### src/verilog/pcie_ctrl_pkg.sv
`default_nettype none

package pcie_ctrl_pkg;

    // transaction-layer beat
    localparam int TLP_DATA_W = 256;
    localparam int TLP_DW_NUM = 8;

    // bar hit vector from the core
    localparam int BARDEC_W     = 6;
    localparam int BAR_DMA_CTRL = 1;
    localparam int BAR_MEM_CTRL = 4;

    localparam int BUSDEV_W = 13;

    // header field widths
    localparam int FMT_W    = 3;
    localparam int TYP_W    = 5;
    localparam int LEN_W    = 10;
    localparam int REQ_ID_W = 16;
    localparam int TAG_W    = 8;

    // fmt/type codes, 3 dword header
    localparam logic [FMT_W-1:0] FMT_MRD32 = 3'b000;
    localparam logic [FMT_W-1:0] FMT_MWR32 = 3'b010;
    localparam logic [FMT_W-1:0] FMT_CPLD  = 3'b010;
    localparam logic [TYP_W-1:0] TYP_MEM   = 5'b00000;
    localparam logic [TYP_W-1:0] TYP_CPL   = 5'b01010;

    // completer register banks
    localparam int REG_NUM     = 16;
    localparam int REG_IDX_W   = 4;
    localparam int REG_W       = 32;
    localparam int CPL_SRC_NUM = 2;

    // start-up counter bit positions
    localparam int SYS_RST_DLY_DEF = 20;
    localparam int PERST_DLY_DEF   = 25;
    localparam int PCIE_DLY_DEF    = 8;
    localparam int RUN_DLY_DEF     = 23;

    localparam int CREDIT_OK_BIT = 31;

endpackage

`default_nettype wire

### src/verilog/cpl_gen.sv
`timescale 1ns/100ps
`default_nettype none

module cpl_gen import pcie_ctrl_pkg::*; (
    input  logic                  cfg_clk,
    input  logic                  rstn,
    input  logic [BUSDEV_W-1:0]   cfg_busdev_i,
    input  logic                  cmd_en_i,
    input  logic                  is_write_i,
    input  logic [REG_IDX_W-1:0]  reg_idx_i,
    input  logic [REQ_ID_W-1:0]   req_id_i,
    input  logic [TAG_W-1:0]      tag_i,
    input  logic [6:0]            lower_addr_i,
    input  logic [REG_W-1:0]      wr_data_i,
    input  logic                  cpl_grant_i,
    output logic                  cpl_req_o,
    output logic                  cpl_sop_o,
    output logic                  cpl_eop_o,
    output logic [TLP_DW_NUM-1:0] cpl_valid_o,
    output logic [TLP_DATA_W-1:0] cpl_data_o
);

    logic [REG_W-1:0] regs [REG_NUM];
    logic             rd_take;
    logic [31:0]      cpl_dw0;
    logic [31:0]      cpl_dw1;
    logic [31:0]      cpl_dw2;

    // only one completion in flight per bank
    assign rd_take = cmd_en_i & ~is_write_i & ~cpl_req_o;

    // cpld header, length 1
    assign cpl_dw0 = {FMT_CPLD, TYP_CPL, {(32 - FMT_W - TYP_W - LEN_W){1'b0}}, LEN_W'(1)};
    // completer id, status ok, byte count 4
    assign cpl_dw1 = {cfg_busdev_i, 3'b000, 3'b000, 1'b0, 12'd4};
    assign cpl_dw2 = {req_id_i, tag_i, 1'b0, lower_addr_i};

    always_ff @(posedge cfg_clk or negedge rstn) begin
        if (!rstn) begin
            for (int i = 0; i < REG_NUM; i++) begin
                regs[i] <= '0;
            end
        end else if (cmd_en_i && is_write_i) begin
            regs[reg_idx_i] <= wr_data_i;
        end
    end

    always_ff @(posedge cfg_clk or negedge rstn) begin
        if (!rstn) begin
            cpl_req_o <= 1'b0;
        end else if (cpl_grant_i) begin
            cpl_req_o <= 1'b0;
        end else if (rd_take) begin
            cpl_req_o <= 1'b1;
        end
    end

    // register value is sampled when the read command arrives
    always_ff @(posedge cfg_clk) begin
        if (rd_take) begin
            cpl_data_o <= {{(TLP_DATA_W - 128){1'b0}},
                           regs[reg_idx_i], cpl_dw2, cpl_dw1, cpl_dw0};
        end
    end

    // single-beat tlp, four header+data dwords
    assign cpl_sop_o   = cpl_req_o;
    assign cpl_eop_o   = cpl_req_o;
    assign cpl_valid_o = cpl_req_o ? {{(TLP_DW_NUM - 4){1'b0}}, 4'hF} : '0;

    a_grant_needs_req: assert property (@(posedge cfg_clk) disable iff (!rstn)
        cpl_grant_i |-> cpl_req_o)
        else $error("completion grant without a pending request");

    a_read_dropped: assert property (@(posedge cfg_clk) disable iff (!rstn)
        (cmd_en_i && !is_write_i) |-> !cpl_req_o)
        else $error("read dropped, completion still pending");

endmodule

`default_nettype wire

### src/verilog/link_start_seq.sv
`timescale 1ns/100ps
`default_nettype none

module link_start_seq import pcie_ctrl_pkg::*; #(
    parameter int SYS_RST_DLY = SYS_RST_DLY_DEF,
    parameter int PERST_DLY   = PERST_DLY_DEF,
    parameter int PCIE_DLY    = PCIE_DLY_DEF,
    parameter int RUN_DLY     = RUN_DLY_DEF
) (
    input  logic       cfg_clk,
    input  logic       rstn,
    input  logic       pcie_rstn_i,
    input  logic       linkup_i,
    output logic       link_start_o,
    output logic [3:0] led_o
);

    logic                 ext_rstn;
    logic                 sys_rstn;
    logic [SYS_RST_DLY:0] sys_rst_cnt;
    logic [PERST_DLY:0]   perst_cnt;
    logic [PCIE_DLY:0]    pcie_st_cnt;
    logic [RUN_DLY:0]     run_cnt;
    logic                 linkup_q;

    // either the board reset or PERST# restarts the whole sequence
    assign ext_rstn = rstn & pcie_rstn_i;

    always_ff @(posedge cfg_clk or negedge ext_rstn) begin
        if (!ext_rstn) begin
            sys_rst_cnt <= '0;
            run_cnt     <= '0;
            linkup_q    <= 1'b0;
        end else begin
            if (!sys_rst_cnt[SYS_RST_DLY]) begin
                sys_rst_cnt <= sys_rst_cnt + 1'b1;
            end
            run_cnt  <= run_cnt + 1'b1;
            linkup_q <= linkup_i;
        end
    end

    // internal reset releases once the stretch counter saturates
    assign sys_rstn = sys_rst_cnt[SYS_RST_DLY];

    always_ff @(posedge cfg_clk or negedge sys_rstn) begin
        if (!sys_rstn) begin
            perst_cnt   <= '0;
            pcie_st_cnt <= '0;
        end else begin
            if (!perst_cnt[PERST_DLY]) begin
                perst_cnt <= perst_cnt + 1'b1;
            end
            if (!pcie_st_cnt[PCIE_DLY]) begin
                pcie_st_cnt <= pcie_st_cnt + 1'b1;
            end
        end
    end

    assign link_start_o = pcie_st_cnt[PCIE_DLY];

    // leds are active low
    assign led_o[0] = ~run_cnt[RUN_DLY];
    assign led_o[1] = ~perst_cnt[PERST_DLY];
    assign led_o[2] = ~link_start_o;
    assign led_o[3] = ~linkup_q;

endmodule

`default_nettype wire

### src/verilog/pcie_ctrl_top.sv
`timescale 1ns/100ps
`default_nettype none

module pcie_ctrl_top import pcie_ctrl_pkg::*; #(
    parameter int SYS_RST_DLY = SYS_RST_DLY_DEF,
    parameter int PERST_DLY   = PERST_DLY_DEF,
    parameter int PCIE_DLY    = PCIE_DLY_DEF,
    parameter int RUN_DLY     = RUN_DLY_DEF
) (
    input  logic                  cfg_clk,
    input  logic                  rstn,
    input  logic                  pcie_rstn_i,
    input  logic                  linkup_i,
    input  logic                  tx_wait_i,
    input  logic                  rx_sop_i,
    input  logic                  rx_eop_i,
    input  logic [TLP_DW_NUM-1:0] rx_valid_i,
    input  logic [TLP_DATA_W-1:0] rx_data_i,
    input  logic [BARDEC_W-1:0]   rx_bardec_i,
    input  logic [31:0]           tx_cpl_credits_i,
    input  logic [BUSDEV_W-1:0]   cfg_busdev_i,
    output logic                  tx_sop_o,
    output logic                  tx_eop_o,
    output logic [TLP_DW_NUM-1:0] tx_valid_o,
    output logic [TLP_DATA_W-1:0] tx_data_o,
    output logic [3:0]            led_o
);

    logic                   link_start;
    logic                   ctrl_sop, ctrl_eop, mem_sop, mem_eop;
    logic [TLP_DW_NUM-1:0]  ctrl_valid, mem_valid;
    logic [TLP_DATA_W-1:0]  ctrl_data, mem_data;
    logic                   ctrl_cmd_en, ctrl_is_wr, mem_cmd_en, mem_is_wr;
    logic [REG_IDX_W-1:0]   ctrl_idx, mem_idx;
    logic [REQ_ID_W-1:0]    ctrl_req_id, mem_req_id;
    logic [TAG_W-1:0]       ctrl_tag, mem_tag;
    logic [6:0]             ctrl_laddr, mem_laddr;
    logic [REG_W-1:0]       ctrl_wdata, mem_wdata;
    logic                   ctrl_cpl_req, ctrl_cpl_sop, ctrl_cpl_eop;
    logic                   mem_cpl_req, mem_cpl_sop, mem_cpl_eop;
    logic [TLP_DW_NUM-1:0]  ctrl_cpl_valid, mem_cpl_valid;
    logic [TLP_DATA_W-1:0]  ctrl_cpl_data, mem_cpl_data;
    logic [CPL_SRC_NUM-1:0] cpl_grant;

    link_start_seq #(
        .SYS_RST_DLY (SYS_RST_DLY),
        .PERST_DLY   (PERST_DLY),
        .PCIE_DLY    (PCIE_DLY),
        .RUN_DLY     (RUN_DLY)
    ) u_link_start_seq (
        .cfg_clk      (cfg_clk),
        .rstn         (rstn),
        .pcie_rstn_i  (pcie_rstn_i),
        .linkup_i     (linkup_i),
        .link_start_o (link_start),
        .led_o        (led_o)
    );

    // everything downstream stays in reset until link start
    tlp_bar_demux u_bar_demux (
        .cfg_clk (cfg_clk), .rstn (link_start),
        .rx_sop_i (rx_sop_i), .rx_eop_i (rx_eop_i), .rx_valid_i (rx_valid_i),
        .rx_data_i (rx_data_i), .rx_bardec_i (rx_bardec_i),
        .ctrl_sop_o (ctrl_sop), .ctrl_eop_o (ctrl_eop),
        .ctrl_valid_o (ctrl_valid), .ctrl_data_o (ctrl_data),
        .mem_sop_o (mem_sop), .mem_eop_o (mem_eop),
        .mem_valid_o (mem_valid), .mem_data_o (mem_data)
    );

    // bar1, dma control bank
    tlp_hdr_dec u_ctrl_dec (
        .cfg_clk (cfg_clk), .rstn (link_start),
        .sop_i (ctrl_sop), .eop_i (ctrl_eop), .valid_i (ctrl_valid), .data_i (ctrl_data),
        .cmd_en_o (ctrl_cmd_en), .is_write_o (ctrl_is_wr), .reg_idx_o (ctrl_idx),
        .req_id_o (ctrl_req_id), .tag_o (ctrl_tag), .lower_addr_o (ctrl_laddr),
        .wr_data_o (ctrl_wdata)
    );

    cpl_gen u_ctrl_cpl (
        .cfg_clk (cfg_clk), .rstn (link_start), .cfg_busdev_i (cfg_busdev_i),
        .cmd_en_i (ctrl_cmd_en), .is_write_i (ctrl_is_wr), .reg_idx_i (ctrl_idx),
        .req_id_i (ctrl_req_id), .tag_i (ctrl_tag), .lower_addr_i (ctrl_laddr),
        .wr_data_i (ctrl_wdata), .cpl_grant_i (cpl_grant[0]),
        .cpl_req_o (ctrl_cpl_req), .cpl_sop_o (ctrl_cpl_sop), .cpl_eop_o (ctrl_cpl_eop),
        .cpl_valid_o (ctrl_cpl_valid), .cpl_data_o (ctrl_cpl_data)
    );

    // bar4, memory control bank
    tlp_hdr_dec u_mem_dec (
        .cfg_clk (cfg_clk), .rstn (link_start),
        .sop_i (mem_sop), .eop_i (mem_eop), .valid_i (mem_valid), .data_i (mem_data),
        .cmd_en_o (mem_cmd_en), .is_write_o (mem_is_wr), .reg_idx_o (mem_idx),
        .req_id_o (mem_req_id), .tag_o (mem_tag), .lower_addr_o (mem_laddr),
        .wr_data_o (mem_wdata)
    );

    cpl_gen u_mem_cpl (
        .cfg_clk (cfg_clk), .rstn (link_start), .cfg_busdev_i (cfg_busdev_i),
        .cmd_en_i (mem_cmd_en), .is_write_i (mem_is_wr), .reg_idx_i (mem_idx),
        .req_id_i (mem_req_id), .tag_i (mem_tag), .lower_addr_i (mem_laddr),
        .wr_data_i (mem_wdata), .cpl_grant_i (cpl_grant[1]),
        .cpl_req_o (mem_cpl_req), .cpl_sop_o (mem_cpl_sop), .cpl_eop_o (mem_cpl_eop),
        .cpl_valid_o (mem_cpl_valid), .cpl_data_o (mem_cpl_data)
    );

    // source 0 is bar1, source 1 is bar4
    tx_cpl_arb u_cpl_arb (
        .cfg_clk          (cfg_clk),
        .rstn             (link_start),
        .tx_wait_i        (tx_wait_i),
        .linkup_i         (linkup_i),
        .tx_cpl_credits_i (tx_cpl_credits_i),
        .cpl_req_i        ({mem_cpl_req, ctrl_cpl_req}),
        .cpl_sop_i        ({mem_cpl_sop, ctrl_cpl_sop}),
        .cpl_eop_i        ({mem_cpl_eop, ctrl_cpl_eop}),
        .cpl_valid_i      ({mem_cpl_valid, ctrl_cpl_valid}),
        .cpl_data_i       ({mem_cpl_data, ctrl_cpl_data}),
        .cpl_grant_o      (cpl_grant),
        .tx_sop_o         (tx_sop_o),
        .tx_eop_o         (tx_eop_o),
        .tx_valid_o       (tx_valid_o),
        .tx_data_o        (tx_data_o)
    );

endmodule

`default_nettype wire

### src/verilog/tlp_bar_demux.sv
`timescale 1ns/100ps
`default_nettype none

module tlp_bar_demux import pcie_ctrl_pkg::*; (
    input  logic                  cfg_clk,
    input  logic                  rstn,
    input  logic                  rx_sop_i,
    input  logic                  rx_eop_i,
    input  logic [TLP_DW_NUM-1:0] rx_valid_i,
    input  logic [TLP_DATA_W-1:0] rx_data_i,
    input  logic [BARDEC_W-1:0]   rx_bardec_i,
    output logic                  ctrl_sop_o,
    output logic                  ctrl_eop_o,
    output logic [TLP_DW_NUM-1:0] ctrl_valid_o,
    output logic [TLP_DATA_W-1:0] ctrl_data_o,
    output logic                  mem_sop_o,
    output logic                  mem_eop_o,
    output logic [TLP_DW_NUM-1:0] mem_valid_o,
    output logic [TLP_DATA_W-1:0] mem_data_o
);

    logic                  beat;
    logic                  ctrl_sel;
    logic                  mem_sel;
    logic                  ctrl_sel_q;
    logic                  mem_sel_q;
    logic [TLP_DATA_W-1:0] data_q;

    assign beat = |rx_valid_i;

    // bar is only valid on sop, later beats reuse the captured one
    assign ctrl_sel = beat & (rx_sop_i ? rx_bardec_i[BAR_DMA_CTRL] : ctrl_sel_q);
    assign mem_sel  = beat & (rx_sop_i ? rx_bardec_i[BAR_MEM_CTRL] : mem_sel_q);

    always_ff @(posedge cfg_clk or negedge rstn) begin
        if (!rstn) begin
            ctrl_sel_q   <= 1'b0;
            mem_sel_q    <= 1'b0;
            ctrl_sop_o   <= 1'b0;
            ctrl_eop_o   <= 1'b0;
            ctrl_valid_o <= '0;
            mem_sop_o    <= 1'b0;
            mem_eop_o    <= 1'b0;
            mem_valid_o  <= '0;
        end else begin
            if (beat && rx_sop_i) begin
                ctrl_sel_q <= rx_bardec_i[BAR_DMA_CTRL];
                mem_sel_q  <= rx_bardec_i[BAR_MEM_CTRL];
            end
            ctrl_sop_o   <= ctrl_sel & rx_sop_i;
            ctrl_eop_o   <= ctrl_sel & rx_eop_i;
            ctrl_valid_o <= ctrl_sel ? rx_valid_i : '0;
            mem_sop_o    <= mem_sel & rx_sop_i;
            mem_eop_o    <= mem_sel & rx_eop_i;
            mem_valid_o  <= mem_sel ? rx_valid_i : '0;
        end
    end

    // one data register feeds both ports, the valid mask qualifies it
    always_ff @(posedge cfg_clk) begin
        if (beat) begin
            data_q <= rx_data_i;
        end
    end

    assign ctrl_data_o = data_q;
    assign mem_data_o  = data_q;

    a_sop_has_valid: assert property (@(posedge cfg_clk) disable iff (!rstn)
        rx_sop_i |-> (rx_valid_i != '0))
        else $error("sop beat from the core with an empty valid mask");

endmodule

`default_nettype wire

### src/verilog/tlp_hdr_dec.sv
`timescale 1ns/100ps
`default_nettype none

module tlp_hdr_dec import pcie_ctrl_pkg::*; (
    input  logic                  cfg_clk,
    input  logic                  rstn,
    input  logic                  sop_i,
    input  logic                  eop_i,
    input  logic [TLP_DW_NUM-1:0] valid_i,
    input  logic [TLP_DATA_W-1:0] data_i,
    output logic                  cmd_en_o,
    output logic                  is_write_o,
    output logic [REG_IDX_W-1:0]  reg_idx_o,
    output logic [REQ_ID_W-1:0]   req_id_o,
    output logic [TAG_W-1:0]      tag_o,
    output logic [6:0]            lower_addr_o,
    output logic [REG_W-1:0]      wr_data_o
);

    logic [31:0]      dw0;
    logic [31:0]      dw1;
    logic [31:0]      dw2;
    logic [31:0]      dw3;
    logic [FMT_W-1:0] fmt;
    logic [TYP_W-1:0] typ;
    logic [LEN_W-1:0] len;
    logic             is_rd;
    logic             is_wr;
    logic             hit;

    // dword 0 sits in the low 32 bits of the beat
    assign dw0 = data_i[31:0];
    assign dw1 = data_i[63:32];
    assign dw2 = data_i[95:64];
    assign dw3 = data_i[127:96];

    assign fmt = dw0[31:29];
    assign typ = dw0[28:24];
    assign len = dw0[LEN_W-1:0];

    // write needs the payload dword present
    assign is_rd = (fmt == FMT_MRD32) & valid_i[2];
    assign is_wr = (fmt == FMT_MWR32) & valid_i[3];

    // single beat, single dword, memory type only
    assign hit = sop_i & eop_i & (typ == TYP_MEM) & (len == LEN_W'(1)) & (is_rd | is_wr);

    always_ff @(posedge cfg_clk or negedge rstn) begin
        if (!rstn) begin
            cmd_en_o <= 1'b0;
        end else begin
            cmd_en_o <= hit;
        end
    end

    always_ff @(posedge cfg_clk) begin
        if (hit) begin
            is_write_o   <= is_wr;
            reg_idx_o    <= dw2[2 +: REG_IDX_W];
            req_id_o     <= dw1[31:16];
            tag_o        <= dw1[15:8];
            lower_addr_o <= {dw2[6:2], 2'b00};
            wr_data_o    <= dw3;
        end
    end

endmodule

`default_nettype wire

### src/verilog/tx_cpl_arb.sv
`timescale 1ns/100ps
`default_nettype none

module tx_cpl_arb import pcie_ctrl_pkg::*; (
    input  logic                              cfg_clk,
    input  logic                              rstn,
    input  logic                              tx_wait_i,
    input  logic                              linkup_i,
    input  logic [31:0]                       tx_cpl_credits_i,
    input  logic [CPL_SRC_NUM-1:0]            cpl_req_i,
    input  logic [CPL_SRC_NUM-1:0]            cpl_sop_i,
    input  logic [CPL_SRC_NUM-1:0]            cpl_eop_i,
    input  logic [CPL_SRC_NUM*TLP_DW_NUM-1:0] cpl_valid_i,
    input  logic [CPL_SRC_NUM*TLP_DATA_W-1:0] cpl_data_i,
    output logic [CPL_SRC_NUM-1:0]            cpl_grant_o,
    output logic                              tx_sop_o,
    output logic                              tx_eop_o,
    output logic [TLP_DW_NUM-1:0]             tx_valid_o,
    output logic [TLP_DATA_W-1:0]             tx_data_o
);

    logic                           halt;
    logic [CPL_SRC_NUM-1:0]         cand;
    logic [CPL_SRC_NUM-1:0]         grant_nxt;
    logic [$clog2(CPL_SRC_NUM)-1:0] nxt_idx;
    logic [$clog2(CPL_SRC_NUM)-1:0] win_idx;
    logic [$clog2(CPL_SRC_NUM)-1:0] last_q;

    assign halt = tx_wait_i | ~tx_cpl_credits_i[CREDIT_OK_BIT] | ~linkup_i;

    // a source already holding the grant drops its request next cycle
    assign cand = halt ? '0 : (cpl_req_i & ~cpl_grant_o);

    // search starts at the source after the last winner
    always_comb begin
        int unsigned idx;
        logic        found;
        grant_nxt = '0;
        nxt_idx   = '0;
        found     = 1'b0;
        for (int unsigned k = 1; k <= CPL_SRC_NUM; k++) begin
            idx = (last_q + k) % CPL_SRC_NUM;
            if (!found && cand[idx]) begin
                grant_nxt[idx] = 1'b1;
                nxt_idx        = idx[$clog2(CPL_SRC_NUM)-1:0];
                found          = 1'b1;
            end
        end
    end

    always_comb begin
        win_idx = '0;
        for (int k = 0; k < CPL_SRC_NUM; k++) begin
            if (cpl_grant_o[k]) begin
                win_idx = k[$clog2(CPL_SRC_NUM)-1:0];
            end
        end
    end

    always_ff @(posedge cfg_clk or negedge rstn) begin
        if (!rstn) begin
            cpl_grant_o <= '0;
            last_q      <= '0;
            tx_sop_o    <= 1'b0;
            tx_eop_o    <= 1'b0;
            tx_valid_o  <= '0;
        end else begin
            cpl_grant_o <= grant_nxt;
            if (|grant_nxt) begin
                last_q <= nxt_idx;
            end
            // beat is taken on the grant edge
            tx_sop_o   <= (|cpl_grant_o) & cpl_sop_i[win_idx];
            tx_eop_o   <= (|cpl_grant_o) & cpl_eop_i[win_idx];
            tx_valid_o <= (|cpl_grant_o) ? cpl_valid_i[win_idx*TLP_DW_NUM +: TLP_DW_NUM] : '0;
        end
    end

    always_ff @(posedge cfg_clk) begin
        if (|cpl_grant_o) begin
            tx_data_o <= cpl_data_i[win_idx*TLP_DATA_W +: TLP_DATA_W];
        end
    end

    // a granted source still presents its beat on the grant edge
    a_grant_onehot: assert property (@(posedge cfg_clk) disable iff (!rstn)
        $onehot0(cpl_grant_o) && ((cpl_grant_o & ~cpl_req_i) == '0))
        else $error("completion grant not one-hot or given to an idle source");

endmodule

`default_nettype wire
### config.mk
export PLATFORM = sky130hd
export DESIGN_NAME = pcie_ctrl_top
export DESIGN_NICKNAME = d
export VERILOG_FILES = /design/src/verilog/pcie_ctrl_pkg.sv /design/src/verilog/cpl_gen.sv /design/src/verilog/link_start_seq.sv /design/src/verilog/pcie_ctrl_top.sv /design/src/verilog/tlp_bar_demux.sv /design/src/verilog/tlp_hdr_dec.sv /design/src/verilog/tx_cpl_arb.sv
export SDC_FILE = /design/constraint.sdc
export NUM_CORES = 2
export LEC_CHECK = 0
export BUFFER_PORTS_ARGS = -buffer_cell sky130_fd_sc_hd__buf_2
export CAP_MARGIN = 10
export CORE_MARGIN = 1
export CORE_UTILIZATION = 59
export DETAILED_ROUTE_END_ITERATION = 10
export GPL_TIMING_DRIVEN = 0
export PLACE_DENSITY = 0.76
export SLEW_MARGIN = 40
export SYNTH_ARGS = -nofsm -noshare
export SYNTH_HDL_FRONTEND = slang
export SYNTH_SLANG_ARGS = --single-unit
### constraint.sdc
create_clock -name cfg_clk -period 41.9 [get_ports cfg_clk]
set_input_delay 4.19 -clock cfg_clk [delete_from_list [all_inputs] [get_ports cfg_clk]]
set_output_delay 4.19 -clock cfg_clk [all_outputs]
set_load 0.005 [all_outputs]
==> Word-level counts from Yosys, hierarchy flattened <==
Cells that the tools add are included.
{ "word_totals": {"register_bits": 1799, "latchBits": 0, "ramBits": 0, "romBits": 0, "inputBits": 322, "out_inout_bits": 270, "wordCells": 193, "n_memories": 0} }
{ "classes": {"add_sub_neg": 6, "multipliers": 0, "div": 0, "order_cmp": 9, "n_eq_ne": 2, "shifts": 2, "mux": 43, "bitwise": 43, "n_reduce_logical": 16} }
{ "op_table": {"columns": ["operator", "n"], "rows": [
  ["$bwmux W512", 2],
  ["$shiftx A512 B10 Y256", 1],
  ["$bmux W32 S4", 2],
  ["$demux W32 S4", 2],
  ["$mux W32", 6],
  ["$add A26 B1 Y26 const B", 1],
  ["$mux W26", 1],
  ["$add A24 B1 Y24 const B", 1],
  ["$and A1 B1 Y1", 24],
  ["$add A21 B1 Y21 const B", 1],
  ["$mux W21", 1],
  ["$mux W1", 18],
  ["$mux W4", 4],
  ["$shiftx A16 B5 Y8", 1],
  ["$eq A10 B1 Y1 const B", 1],
  ["$ge A5 B5 Y1 const B", 2],
  ["$lt A5 B1 Y1 const B", 2],
  ["$not A1 Y1", 10],
  ["$not A4 Y5", 2],
  ["$add A9 B1 Y9 const B", 1],
  ["$mux W9", 1],
  ["$logic_and A1 B1 Y1", 8],
  ["$mux W8", 1],
  ["$reduce_or A8 Y1", 1],
  ["other kinds (15)", 27]
]} }

==> Logic depth before layout (Yosys ltp) <==
{ "logic_depth": {"ltp_word": 11, "depth_mapped": 6, "mapped_depth_nobuf": 5} }

==> Cells and area by module <==
From an unflattened synthesis, not the netlist that was laid out.
{ "unflattened": {"hier_cells": 4954, "hier_area_um2": 82291.4} }
{ "modules_own_cells": {"columns": ["module", "n_inst", "cells_per_inst", "area_each_um2", "seq_area_each_um2"], "rows": [
  ["cpl_gen", 2, 1677, 26551.7, 15119.5],
  ["tx_cpl_arb", 1, 576, 11244.5, 8012.7],
  ["tlp_bar_demux", 1, 563, 10367.4, 8237.9],
  ["tlp_hdr_dec", 2, 81, 2006.9, 1886.8],
  ["link_start_seq", 1, 299, 3562.2, 2026.9]
]} }

==> Worst setup path before layout <==
No wires, ideal clock.
{ "synth_timing": {"path_type": "reg-to-output", "startpoint": "reg u_link_start_seq.pcie_st_cnt[8]", "endpoint": "out led_o[2]", "arrival_time_ns": 25.854, "required_ns": 37.710, "slack_ns": 11.856, "stages_incl_launch_ff": 2, "n_path_buf": 0, "cell_sequence": "dfrtp_1 inv_1"} }
{ "synth_between": {"elab_chain_len": 1} }
{ "synth_lines": {"columns": ["element", "line", "rtl"], "rows": [
  ["start, declared", "link_start_seq.sv:22", "logic [PCIE_DLY:0] pcie_st_cnt;"],
  ["start signal, assigned", "link_start_seq.sv:55", "pcie_st_cnt <= pcie_st_cnt + 1'b1;"],
  ["$not A1 Y1", "link_start_seq.sv:65", "assign led_o[2] = ~link_start_o;"],
  ["end, declared", "pcie_ctrl_top.sv:26", "output logic [3:0] led_o"]
]} }
No other way between the ends.

==> Final worst setup path <==
Ends and elaborated chain as after synthesis.

==> flow_summary.yaml <==
cells_and_area:
  fin_nets: 4789
  layout_cell_share_with_drive_strength_beyond_1_pct: 47.7
  syn2layout_area_growth_pct: 14.8
  layout.cells.most_common: "dfrtp_1"
  fin_util_pct: 68.4
  postLayoutCellArea_um2: 74400
  fillerInstances: 7229
  layout_common_cells: "dfrtp_1, mux2_2, edfxtp_1"
clock_network:
  post-cts-setup-buffers: 0
  cts_repair_resize_count: 0
  cts-htree-levels: 4
  clk_transition_reported_paths_ns: 0.06
  tritoncts_clock_tree: "built"
  insertion_delay_ns: 0.76
  cts.path.max_buffers: 3
  clock_tree_root_driver_cell: "clkbuf_16"
  number_of_buffers_created_by_cts: 155
  clkSinkCount: 1548
  post_cts_hold_buffer_count: 0
die:
  initial_utilization_pct: 59.5
  dieHeight_um: 333
  core_region_area_um2: 109000
  fp.dieArea_um2: 111000
  placement_row_count: 121
  io-pin-count: 592
  chip_width_um: 333
yosys:
  syn_area_per_cell_um2: 16.8
  postSynthCellCount: 3868
  synth_cell_type_count: 39
  syn_area_um2: 64800
  share_of_the_yosys_chip_area_belonging_to_registers_pct: 63.0
  ys_warn_count: 0
  synth_seq_cells: 1548
detailed_routing:
  postRouteAntennaNets: 0
  drtIter0Drc: 2468
  avgRoutedWirePerCell_um: 24.5
  vias_per_cell: 5.92
  drcViolationCount: 0
  detail_route.wirelength_um: 147000
  detailroute.via_count: 35600
  detailedRoute.firstPassIterationCount: 7
timing:
  rsz0062_at_grt: "no"
  timing.final.max_slew_violations: 0
  final-hold-violation-count: 0
  maxClockFrequency_mhz: 168
  timing.final.crit_share_pct: 14.2
  setup_viol_count_final: 0
  timing.clock.skew_ns: 0.0347
  worstMarginPinSlew_ns: 0.879
  finalWorstPathRequiredPeriod_ns: 5.94
  worst_relative_slew_slack_pct: 41.4
power:
  leakagePower_nw: 34.7
  peakVddDrop_mv: 0.0382
  power.density_nw_per_um2: 40.6
critical_path:
  critPathArrivalTime_ns: 1.75
  worstPathBufferInverterCount: 2
  rr_startpoint: "u_ctrl_dec.is_write_o$_DFFE_PP_"
  cp_data_required_time_ns: 37.71
  cp_slowest_stage_delay_ns: 0.65
  critPathCaptureType: "output port"
  worst_path_dominant_cell_family: "flip-flops"
  critical_path.max_fanout: 24
  crit_slowest_cell: "dfrtp_4"
  worst_setup_path_startpoint: "u_link_start_seq.pcie_st_cnt[8]$_DFF_PN0_"
  crit_path_cell_trace: "inv_1 -> buf_2"
  timing.critical_path.from_type: "register"
  criticalPathCategory: "reg2out"
status:
  status: "completed"
place:
  area_of_placed_instances_um2: 69200
  i_o_buffers: 193
  place_hpwl_um: 102000
  globalplace.congestion: 0.820
global_route:
  grt_pass1_wl_um: 229000
  grt_max_degree: 44
  global_route.overflow_total: 0
  globalRouteTotalUtil_pct: 27.3
  grt_pass1_vias: 37200
  grt_antenna_before_repair: 14
worst_hold_path:
  worst_hold_path_type: "reg2async"
job:
  number_of_max_cap_violations: 0
metrics by stage:
step	hold slack, ns	total power, W	cells	setup slack, ns	setup TNS, ns
after floorplan	0.400	0.00162	4052	10.56	0
after CTS	0.236	0.00304	6004	35.90	0
after global routing	0.265	0.00311	6004	35.80	0
final	0.231	0.00302	6008	35.96	0
after detailed placement	0.245	0.00165	5720	35.95	0
after global placement	0.400	0.00164	5659	-1.58	-1465.46
Yosys cell counts, drive strengths merged:
| library cell | count | area (um^2) |
|---|---|---|
| and3b | 1 | 8.76 |
| inv | 10 | 37.5 |
| nand2b | 6 | 37.5 |
| nor3b | 3 | 22.5 |
| a21oi | 3 | 15.0 |
| nor4b | 1 | 8.76 |
| nand3 | 23 | 115 |
| mux2i | 2 | 20.0 |
| dfrtp | 1123 | 28100 |
| a21o | 3 | 22.5 |
| o31ai | 1 | 7.51 |
| nand2 | 110 | 413 |
| and3 | 12 | 75.1 |
| xnor2 | 51 | 447 |
| nor2b | 9 | 56.3 |
| edfxtp | 425 | 12800 |
| nor3 | 15 | 105 |
| ha | 4 | 50.1 |
| or2 | 1 | 6.26 |
| nand3b | 3 | 22.5 |
| nor2 | 42 | 158 |
| buf | 324 | 2100 |
| clkbuf | 129 | 484 |
| xor2 | 21 | 184 |
| and4 | 8 | 70.1 |
| nand4 | 25 | 156 |
| mux2 | 1103 | 12400 |
| a22oi | 128 | 961 |
| mux4 | 256 | 5770 |
| nand4b | 6 | 52.6 |
| nor4 | 12 | 81.3 |
| and2 | 4 | 25.0 |
| o21ai | 2 | 10.0 |
| conb | 2 | 7.51 |
registers in the layout, indices dropped and copies added (netlist names), 3 cells and up:
| signal | cells |
|---|---|
| u_mem_dec.req_id_o | 16 |
| u_ctrl_cpl.regs | 512 |
| u_ctrl_dec.req_id_o | 16 |
| u_bar_demux.ctrl_data_o | 79 |
| u_link_start_seq.run_cnt | 24 |
| u_ctrl_dec.tag_o | 8 |
| u_mem_cpl.cpl_data_o | 74 |
| u_link_start_seq.perst_cnt | 26 |
| u_link_start_seq.sys_rst_cnt | 21 |
| u_mem_cpl.regs | 512 |
| u_mem_dec.tag_o | 8 |
| u_link_start_seq.pcie_st_cnt | 9 |
| u_cpl_arb.tx_data_o | 74 |
| u_mem_dec.wr_data_o | 32 |
| u_ctrl_dec.wr_data_o | 32 |
| u_mem_dec.reg_idx_o | 3 |
| u_ctrl_cpl.cpl_data_o | 74 |
| u_ctrl_dec.reg_idx_o | 3 |
final timing paths:
kind                                                                    to  slack [ns]  cells past startpoint
worst max register to register         u_ctrl_cpl.cpl_data_o[57]$_DFFE_PP_       38.71                      8
worst min register to register            u_ctrl_cpl.regs[456]$_DFFE_PN0P_        0.23                      0
worst max-delay path                                              led_o[2]       35.96                      2
max in group asynchronous       u_link_start_seq.sys_rst_cnt[20]$_DFF_PN0_       37.99                      3
worst min-delay path                      u_ctrl_cpl.regs[456]$_DFFE_PN0P_        0.23                      0
min in group cfg_clk                    u_mem_cpl.cpl_data_o[75]$_DFFE_PP_        0.41                      0
cell type report:
type                       instances  area, um^2  area share [%]
sequential                      1548       40900            54.9
tap                             1414        1770            2.38
inverter                          10        37.5          0.0504
buffer                           453        2610            3.50
clock inverter                    65         742           0.997
multi-input combinational       2041       22100            29.7
clock buffer                     219        4460            6.00
timing repair buffer             254        1850            2.48
antenna                            4        10.0          0.0135
layer usage:
metal | track usage (%) | wire [um]
met2 | 42.7 | 70300
met1 | 38.8 | 62000
met5 | 0 | 142
met3 | 5.37 | 10300
met4 | 9.07 | 4490
cell families (layout without fill, tap and decap cells):
logic type | after synthesis | count (layout) | share of synthesized area [%]
DFF | 1548 | 1548 | 63.0
muxes | 1361 | 1361 | 28.1
buffers and inverters | 463 | 1001 | 4.05
and+or+nand+nor | 281 | 281 | 2.18
AOI/OAI and AO/OA | 137 | 137 | 1.57
xor gates and xnor gates | 72 | 72 | 0.973
adders and majority gates | 4 | 4 | 0.0772
other | 2 | 190 | 0.0116
report_power, final:
group	switching, W	internal [W]
registers	0.00000651	0.00156
clock network	0.000582	0.000821
logic	0.0000242	0.0000234
No activity file was read; power rests on OpenSTA's default activity.
